`config.mk`:
```
export PLATFORM = sky130hd
export DESIGN_NAME = rv_core
export DESIGN_NICKNAME = d
export VERILOG_FILES = /design/src/rv_pkg.sv /design/src/key_mux.sv /design/src/reg_file.sv /design/src/inst_decode.sv /design/src/alu.sv /design/src/next_pc.sv /design/src/rv_core.sv
export SDC_FILE = /design/constraint.sdc
export NUM_CORES = 2
export LEC_CHECK = 0
export BUFFER_PORTS_ARGS = -buffer_cell sky130_fd_sc_hd__buf_2
export CAP_MARGIN = 10
export CORE_MARGIN = 2
export CORE_UTILIZATION = 47
export DETAILED_ROUTE_END_ITERATION = 10
export MAX_ROUTING_LAYER = met4
export PLACE_DENSITY = 0.72
export SKIP_LAST_GASP = 1
export SYNTH_ARGS = -nofsm -noshare
export SYNTH_HDL_FRONTEND = slang
export SYNTH_SLANG_ARGS = --single-unit
```
`constraint.sdc`:
```
create_clock -name clk -period 21.9 [get_ports clk]
set_input_delay 3.285 -clock clk [delete_from_list [all_inputs] [get_ports clk]]
set_output_delay 3.285 -clock clk [all_outputs]
set_load 0.03 [all_outputs]
```
`src/rv_pkg.sv`:
```
// shared widths, reset pc, opcode and funct3 constants, and the core's enum types.
`default_nettype none

package rv_pkg;

  localparam int xlen = 32;
  localparam int reg_addr_w = 5;

  localparam logic [xlen-1:0] reset_pc = 32'h8000_0000;

  // major opcodes of the supported subset.
  localparam logic [6:0] op_lui    = 7'b0110111;
  localparam logic [6:0] op_auipc  = 7'b0010111;
  localparam logic [6:0] op_imm    = 7'b0010011;
  localparam logic [6:0] op_reg    = 7'b0110011;
  localparam logic [6:0] op_jal    = 7'b1101111;
  localparam logic [6:0] op_jalr   = 7'b1100111;
  localparam logic [6:0] op_branch = 7'b1100011;
  localparam logic [6:0] op_system = 7'b1110011;

  localparam logic [2:0] f3_add = 3'b000;
  localparam logic [2:0] f3_slt = 3'b010;
  localparam logic [2:0] f3_xor = 3'b100;
  localparam logic [2:0] f3_or  = 3'b110;
  localparam logic [2:0] f3_and = 3'b111;
  localparam logic [2:0] f3_beq = 3'b000;
  localparam logic [2:0] f3_bne = 3'b001;

  localparam logic [31:0] inst_ebreak = 32'h0010_0073;

  typedef enum logic [2:0] {
    alu_add, alu_sub, alu_and, alu_or, alu_xor, alu_slt, alu_pass_b
  } alu_op_t;

  typedef enum logic [1:0] {
    imm_i, imm_u, imm_j, imm_b
  } imm_kind_t;

  typedef enum logic [2:0] {
    pc_seq, pc_branch_eq, pc_branch_ne, pc_jal, pc_jalr, pc_halt
  } pc_kind_t;

endpackage

`default_nettype wire

```
`src/key_mux.sv`:
```
// key-matched selector with a type-parameter payload and an optional default value.
`timescale 1ns/1ps
`default_nettype none

module key_mux #(
  parameter int  nr_key      = 2,
  parameter int  key_w       = 1,
  parameter type data_t      = logic,
  parameter bit  has_default = 1'b0
) (
  input  logic [key_w-1:0] key,
  input  logic [key_w-1:0] keys [nr_key],
  input  data_t            values [nr_key],
  input  data_t            default_value,
  output data_t            out
);

  logic [$bits(data_t)-1:0] acc;
  logic                     hit;

  // every matching entry is ORed in, so keys are expected to be unique.
  always_comb begin
    acc = '0;
    hit = 1'b0;
    for (int n = 0; n < nr_key; n++) begin
      acc = acc | ({$bits(data_t){key == keys[n]}} & values[n]);
      hit = hit | (key == keys[n]);
    end
  end

  always_comb begin
    if (has_default && !hit) begin
      out = default_value;
    end else begin
      out = data_t'(acc);
    end
  end

endmodule

`default_nettype wire

```
`src/reg_file.sv`:
```
// integer register file with two combinational read ports and one write port.
`timescale 1ns/1ps
`default_nettype none

module reg_file (
  input  logic                          clk,
  input  logic                          rst,
  input  logic [rv_pkg::reg_addr_w-1:0] rs1_addr,
  input  logic [rv_pkg::reg_addr_w-1:0] rs2_addr,
  output logic [rv_pkg::xlen-1:0]       rs1_data,
  output logic [rv_pkg::xlen-1:0]       rs2_data,
  input  logic                          rd_en,
  input  logic [rv_pkg::reg_addr_w-1:0] rd_addr,
  input  logic [rv_pkg::xlen-1:0]       rd_data
);
  import rv_pkg::*;

  // x0 has no storage behind it.
  logic [xlen-1:0] regs [1:31];

  always_ff @(posedge clk) begin
    if (rst) begin
      for (int i = 1; i < 32; i++) begin
        regs[i] <= '0;
      end
    end else if (rd_en && rd_addr != '0) begin
      regs[rd_addr] <= rd_data;
    end
  end

  assign rs1_data = (rs1_addr == '0) ? '0 : regs[rs1_addr];
  assign rs2_data = (rs2_addr == '0) ? '0 : regs[rs2_addr];

endmodule

`default_nettype wire

```
`src/inst_decode.sv`:
```
// instruction decoder producing register fields, immediate, ALU controls and pc kind.
`timescale 1ns/1ps
`default_nettype none

module inst_decode (
  input  logic [31:0]                   inst,
  output logic [rv_pkg::reg_addr_w-1:0] rs1_addr,
  output logic [rv_pkg::reg_addr_w-1:0] rs2_addr,
  output logic [rv_pkg::reg_addr_w-1:0] rd_addr,
  output logic                          rd_en,
  output logic [rv_pkg::xlen-1:0]       imm,
  output rv_pkg::alu_op_t               alu_op,
  output logic                          use_pc_a,
  output logic                          use_imm_b,
  output rv_pkg::pc_kind_t              pc_kind
);
  import rv_pkg::*;

  logic [6:0] opcode;
  logic [2:0] funct3;
  imm_kind_t  imm_kind;
  alu_op_t    f3_op;
  logic       writes_rd;

  logic [6:0]      kind_keys [4];
  imm_kind_t       kind_vals [4];
  logic [1:0]      imm_keys  [4];
  logic [xlen-1:0] imm_vals  [4];
  logic [2:0]      f3_keys   [5];
  alu_op_t         f3_vals   [5];

  assign opcode   = inst[6:0];
  assign funct3   = inst[14:12];
  assign rd_addr  = inst[11:7];
  assign rs1_addr = inst[19:15];
  assign rs2_addr = inst[24:20];

  // op_imm, jalr and anything unknown fall back to the i-type immediate.
  assign kind_keys = '{op_lui, op_auipc, op_jal, op_branch};
  assign kind_vals = '{imm_u, imm_u, imm_j, imm_b};

  key_mux #(.nr_key(4), .key_w(7), .data_t(imm_kind_t), .has_default(1'b1)) u_kind_mux (
    .key(opcode), .keys(kind_keys), .values(kind_vals),
    .default_value(imm_i), .out(imm_kind)
  );

  assign imm_keys    = '{imm_i, imm_u, imm_j, imm_b};
  assign imm_vals[0] = {{20{inst[31]}}, inst[31:20]};
  assign imm_vals[1] = {inst[31:12], 12'b0};
  assign imm_vals[2] = {{12{inst[31]}}, inst[19:12], inst[20], inst[30:21], 1'b0};
  assign imm_vals[3] = {{20{inst[31]}}, inst[7], inst[30:25], inst[11:8], 1'b0};

  key_mux #(.nr_key(4), .key_w(2), .data_t(logic [xlen-1:0])) u_imm_mux (
    .key(imm_kind), .keys(imm_keys), .values(imm_vals),
    .default_value('0), .out(imm)
  );

  assign f3_keys = '{f3_add, f3_slt, f3_xor, f3_or, f3_and};
  assign f3_vals = '{alu_add, alu_slt, alu_xor, alu_or, alu_and};

  key_mux #(.nr_key(5), .key_w(3), .data_t(alu_op_t), .has_default(1'b1)) u_f3_mux (
    .key(funct3), .keys(f3_keys), .values(f3_vals),
    .default_value(alu_add), .out(f3_op)
  );

  always_comb begin
    alu_op    = alu_add;
    writes_rd = 1'b1;
    case (opcode)
      op_lui:   alu_op = alu_pass_b;
      op_imm:   alu_op = f3_op;
      op_reg:   alu_op = (f3_op == alu_add && inst[30]) ? alu_sub : f3_op;
      op_auipc, op_jal, op_jalr: alu_op = alu_add;
      default:  writes_rd = 1'b0;
    endcase
  end

  assign rd_en     = writes_rd && (rd_addr != '0);
  assign use_pc_a  = (opcode == op_auipc);
  assign use_imm_b = (opcode != op_reg);

  always_comb begin
    pc_kind = pc_seq;
    if (opcode == op_jal) begin
      pc_kind = pc_jal;
    end else if (opcode == op_jalr) begin
      pc_kind = pc_jalr;
    end else if (opcode == op_branch && funct3 == f3_beq) begin
      pc_kind = pc_branch_eq;
    end else if (opcode == op_branch && funct3 == f3_bne) begin
      pc_kind = pc_branch_ne;
    end else if (inst == inst_ebreak) begin
      pc_kind = pc_halt;
    end
  end

endmodule

`default_nettype wire

```
`src/alu.sv`:
```
// integer ALU for the supported RV32I subset.
`timescale 1ns/1ps
`default_nettype none

module alu (
  input  logic [rv_pkg::xlen-1:0] a,
  input  logic [rv_pkg::xlen-1:0] b,
  input  rv_pkg::alu_op_t         op,
  output logic [rv_pkg::xlen-1:0] result
);
  import rv_pkg::*;

  logic [2:0]      op_keys [7];
  logic [xlen-1:0] op_vals [7];
  logic            less;

  assign less = $signed(a) < $signed(b);

  assign op_keys = '{alu_add, alu_sub, alu_and, alu_or, alu_xor, alu_slt, alu_pass_b};

  assign op_vals[0] = a + b;
  assign op_vals[1] = a - b;
  assign op_vals[2] = a & b;
  assign op_vals[3] = a | b;
  assign op_vals[4] = a ^ b;
  assign op_vals[5] = {{(xlen-1){1'b0}}, less};
  // lui reaches the result through pass-b.
  assign op_vals[6] = b;

  // every legal op has a key, so no default is needed.
  key_mux #(
    .nr_key(7),
    .key_w (3),
    .data_t(logic [xlen-1:0])
  ) u_op_mux (
    .key          (op),
    .keys         (op_keys),
    .values       (op_vals),
    .default_value('0),
    .out          (result)
  );

endmodule

`default_nettype wire

```
`src/next_pc.sv`:
```
// program counter register, sticky halt flag and next-pc target selection.
`timescale 1ns/1ps
`default_nettype none

module next_pc (
  input  logic                    clk,
  input  logic                    rst,
  input  rv_pkg::pc_kind_t        pc_kind,
  input  logic [rv_pkg::xlen-1:0] imm,
  input  logic [rv_pkg::xlen-1:0] rs1_data,
  input  logic [rv_pkg::xlen-1:0] rs2_data,
  input  logic [rv_pkg::xlen-1:0] jalr_target,
  output logic [rv_pkg::xlen-1:0] pc,
  output logic [rv_pkg::xlen-1:0] link,
  output logic                    halt
);
  import rv_pkg::*;

  logic [xlen-1:0] branch_target;
  logic [xlen-1:0] target;
  logic            equal;
  logic [2:0]      kind_keys [6];
  logic [xlen-1:0] kind_vals [6];

  assign link          = pc + 32'd4;
  assign branch_target = pc + imm;
  assign equal         = (rs1_data == rs2_data);

  assign kind_keys = '{pc_seq, pc_branch_eq, pc_branch_ne, pc_jal, pc_jalr, pc_halt};
  assign kind_vals = '{link, equal ? branch_target : link, equal ? link : branch_target,
                       branch_target, {jalr_target[xlen-1:1], 1'b0}, pc};

  key_mux #(.nr_key(6), .key_w(3), .data_t(logic [xlen-1:0])) u_target_mux (
    .key(pc_kind), .keys(kind_keys), .values(kind_vals),
    .default_value('0), .out(target)
  );

  always_ff @(posedge clk) begin
    if (rst) begin
      pc   <= reset_pc;
      halt <= 1'b0;
    end else if (!halt) begin
      pc <= target;
      if (pc_kind == pc_halt) begin
        halt <= 1'b1;
      end
    end
  end

endmodule

`default_nettype wire

```
`src/rv_core.sv`:
```
// single-cycle RV32I subset core top level with a write-back trace at its ports.
`timescale 1ns/1ps
`default_nettype none

module rv_core (
  input  logic                          clk,
  input  logic                          rst,
  input  logic [31:0]                   inst,
  output logic [rv_pkg::xlen-1:0]       pc,
  output logic                          wb_en,
  output logic [rv_pkg::reg_addr_w-1:0] wb_addr,
  output logic [rv_pkg::xlen-1:0]       wb_data,
  output logic                          halt
);
  import rv_pkg::*;

  logic [reg_addr_w-1:0] rs1_addr;
  logic [reg_addr_w-1:0] rs2_addr;
  logic [reg_addr_w-1:0] rd_addr;
  logic                  rd_en;
  logic [xlen-1:0]       imm;
  alu_op_t               alu_op;
  logic                  use_pc_a;
  logic                  use_imm_b;
  pc_kind_t              pc_kind;
  logic [xlen-1:0]       rs1_data;
  logic [xlen-1:0]       rs2_data;
  logic [xlen-1:0]       op_a;
  logic [xlen-1:0]       op_b;
  logic [xlen-1:0]       alu_result;
  logic [xlen-1:0]       link;

  inst_decode u_decode (
    .inst(inst), .rs1_addr(rs1_addr), .rs2_addr(rs2_addr), .rd_addr(rd_addr),
    .rd_en(rd_en), .imm(imm), .alu_op(alu_op), .use_pc_a(use_pc_a),
    .use_imm_b(use_imm_b), .pc_kind(pc_kind)
  );

  reg_file u_regs (
    .clk(clk), .rst(rst), .rs1_addr(rs1_addr), .rs2_addr(rs2_addr),
    .rs1_data(rs1_data), .rs2_data(rs2_data), .rd_en(wb_en),
    .rd_addr(wb_addr), .rd_data(wb_data)
  );

  assign op_a = use_pc_a ? pc : rs1_data;
  assign op_b = use_imm_b ? imm : rs2_data;

  alu u_alu (.a(op_a), .b(op_b), .op(alu_op), .result(alu_result));

  // the ALU sum rs1 + imm doubles as the jalr target.
  next_pc u_next_pc (
    .clk(clk), .rst(rst), .pc_kind(pc_kind), .imm(imm), .rs1_data(rs1_data),
    .rs2_data(rs2_data), .jalr_target(alu_result), .pc(pc), .link(link), .halt(halt)
  );

  // in reset or once halted, nothing is written back.
  assign wb_en   = rd_en && !halt && !rst;
  assign wb_addr = rd_addr;
  assign wb_data = (pc_kind == pc_jal || pc_kind == pc_jalr) ? link : alu_result;

endmodule

`default_nettype wire

```
==> summary.txt <==
Yosys
  • Async S/R FF share, synth: 0%
  • Register bit total from synthesis: 1057
  • Sequential share of the synthesized area: 49.70%
  • Synth Instances: 5216
  • Synth Cell Area: 63190 µm²
  • Synth warn: 0
  • Most used DFF post-synth: edfxtp_1
  • EDFF count, synth: 1024
  • Synth unique cells: 92
  • Avg Synthesized Cell Area: 12.12 µm²

Setup path
  • Endpoint class of the critical path: output pin
  • FF-to-FF setup slack: 14.57 ns
  • Critical Path Fanout Max: between 90 and 100
  • Critical path class: input port to output pin
  • CP required: approximately 19 ns
  • Worst Path Arrival: 12.21 ns
  • Crit path launch: inst[20]
  • Cells on worst reg2reg path: 21
  • Setup crit start kind: input port
  • RR Startpoint: u_regs.regs[0][7]
  • Worst R2R End: u_regs.regs[7][0]

Cells and area
  • # fillers: 11290
  • Layout cell share with drive strength beyond 1: between 20 and 25%
  • Nets: between 5000 and 6000
  • Area of the multi-input gates: 29140 µm²
  • Area Growth Syn to Fin: 8.910%
  • Most common cell after layout, fill and taps aside: nor2_1
  • Register area: 31410 µm²
  • Final Non-Filler Cells: roughly 7000
  • Most frequent cells in the layout: 1091 x nor2_1, 1024 x edfxtp_1, 454 x mux4_2, 224 x mux2i_1, 181 x nand2_1

Die
  • DIE HEIGHT: 370.7 µm
  • CORE AREA: 133500 µm²
  • Rows: roughly 130
  • Die W: around 370 µm
  • Top Ports: 105
  • Die area: around 140000 µm²
  • Starting density of the core: roughly 47%

Clock network
  • Root Driver: clkbuf_16
  • PostCTS Resize Cnt: 0
  • CTS tree: built
  • TritonCTS Buffers: 108
  • Worst-skew pair later-pin latency: 0.77 ns
  • Worst-path clk slew: 0.07 ns
  • H-tree levels: 3
  • Hold_buf cts: 0
  • Clock Path Buffers: 3
  • Post-CTS setup buffers: 0
  • CTS Sinks: 1057

Timing
  • Fmax: between 60 and 70 MHz
  • Slew @ Worst Pin: approximately 1.3 ns
  • Final TNS setup: 0 ns
  • Final Hold Fails: 0
  • Slew margin rel.: 13.62%
  • Min Tclk post-route: 15.49 ns
  • Clock Skew: 0.04323 ns
  • Final setup viols: 0
  • Unrepaired setup endpoints after global routing: false
  • Period utilisation layout: 70.75%
  • Max-slew violation count: 0

Global route
  • Antenna violations before repair: 7
  • Number of global-route vias before repair: 48260
  • Largest net degree at the start of global routing: 100
  • First-pass GRT wire length: 338700 µm
  • Total gr overflow: 0
  • GRT Util Overall: 35.43%

Pwr
  • Leak Pwr: 25.97 nW
  • Max VDD drop: between 70 and 80 µV
  • Power density over the cells: 78.32 nW/µm²

Worst hold path
  • Hold EP: u_next_pc.pc[15]
  • Hold path depth: 2
  • Hold path startpoint: u_next_pc.pc[15]
  • Hold Path Class: register to register

Routing
  • Avg WL per Cell: 34.08 µm
  • Post-DRT Antenna Nets: 0
  • DR iter-0 viols: about 8600
  • TritonRoute pass-1 iters: 9
  • Drt drc: 0
  • DRT Wirelength: 239000 µm
  • DR vias: 49540
  • Vias/cell: between 7 and 8

Place
  • Placed cells: 6806
  • GP Congestion: 1.033
  • DP Wirelength: 150200 µm
  • PortBufs: 104

Flow run
  • MaxCap Viol Count: 0

Status
  • Outcome: finished clean
-- metal layers --
layer	vias up	track usage, %	wire (µm)
li1	19590	-	-
met1	24390	43.05	80490
met2	4520	51.23	104300
met3	1041	11.70	36800
met4	0	21.56	17380
met5	-	-	0
-- worst max path at each step --
stage                             end  cells past startpoint
after floorplan           wb_data[30]                     21
after global placement    wb_data[30]                     22
after detailed placement   wb_data[0]                     23
after CTS                  wb_data[0]                     23
after global routing      wb_data[30]                     22
final                     wb_data[30]                     22
-- cells by family (layout without fill, tap and decap cells) --
logic type      after synthesis  in the layout  share of synthesized area [%]
fa+ha+maj                   132            132                          2.645
xor+xnor                     77             77                          1.067
other cells                   1             40                       0.005934
simple gates               1714           1714                          11.61
buf+inv                     650            640                          4.890
compound gates              847            847                          9.276
flops                      1057           1057                          49.70
mux                         738            738                          20.80
-- per-stage QoR --
step | utilization, % | hold WS (ns) | total power [mW] | worst slack, ns | cell area [µm²]
after floorplan | - | 0.6357 | 3.100 | 9.909 | 63310
after global placement | 48.92 | 0.5792 | 3.504 | 6.766 | 65280
after detailed placement | 48.92 | 0.5846 | 3.518 | 6.736 | 65280
after CTS | 51.54 | 0.5970 | 5.349 | 6.675 | 68790
after global routing | 51.56 | 0.6597 | 5.515 | 6.168 | 68820
final | 51.57 | 0.6173 | 5.390 | 6.406 | 68820
-- power by group --
group | internal (mW) | total, mW | switching (mW)
Sequential | 2.30 | 2.35 | 0.0485
Combinational | 0.353 | 1.18 | 0.826
Clock | 1.04 | 1.87 | 0.827
Total | 3.69 | 5.39 | 1.70
-- cells in the mapped netlist (all sizes together) (18+ instances only) --
master	number	area (µm²)
dfxtp	33	660.6
xnor2	48	420.4
nor2b	32	200.2
a22oi	36	270.3
mux2i	224	2242
nor2	1097	4128
or3	26	162.7
a211oi	43	327.8
nand2	211	792.0
mux2	60	675.7
a21o	44	330.3
edfxtp	1024	30750
nor3	119	595.6
clkbuf	315	1182
mux4	454	10220
nand4	18	112.6
o221ai	25	219.0
a221oi	28	245.2
a22o	33	289.0
nand2b	50	312.8
o211ai	31	232.7
o22ai	72	450.4
and3	18	112.6
inv	163	611.8
o21bai	24	180.2
o21ai	140	708.2
nor4	21	131.4
nand3	50	250.2
o21a	41	307.8
a2111oi	33	295.3
a21oi	161	817.0
xor2	29	254.0
buf	171	1293
ha	128	1602
-- state kept, by name, summed over array words and instances (netlist names) --
signal and cells:
u_next_pc.halt 1, u_regs.regs 1024, u_next_pc.pc 32
-- cell type report --
| cell class | count | area share [%] |
|---|---|---|
| Sequential cell | 1057 | 45.64 |
| Clock buffer | 129 | 4.041 |
| Antenna cell | 8 | 0.02909 |
| Tap cell | 1768 | 3.214 |
| Clock inverter | 68 | 1.056 |
| Timing Repair Buffer | 279 | 2.778 |
| Inverter | 164 | 0.9017 |
| Multi-Input combinational cell | 3540 | 42.34 |
-- worst max-delay path, cell delays in order --
cell	delay, ns
buf_8	0.47
buf_12	0.67
buf_12	0.66
mux4_2	0.60
mux2_2	0.30
a222oi_1	0.76
o31a_1	0.42
o21ai_0	0.20
ha_1	0.47
nor4_1	0.56
a311oi_1	0.35
a211oi_1	0.75
o21ai_0	0.21
buf_4	0.20
o31a_1	0.35
o21a_1	0.19
o41ai_1	0.32
a211o_1	0.19
nor2_2	0.04
buf_4	0.26
nor2_1	0.28
buf_2	0.26
Power figures use the tool's default switching activity.
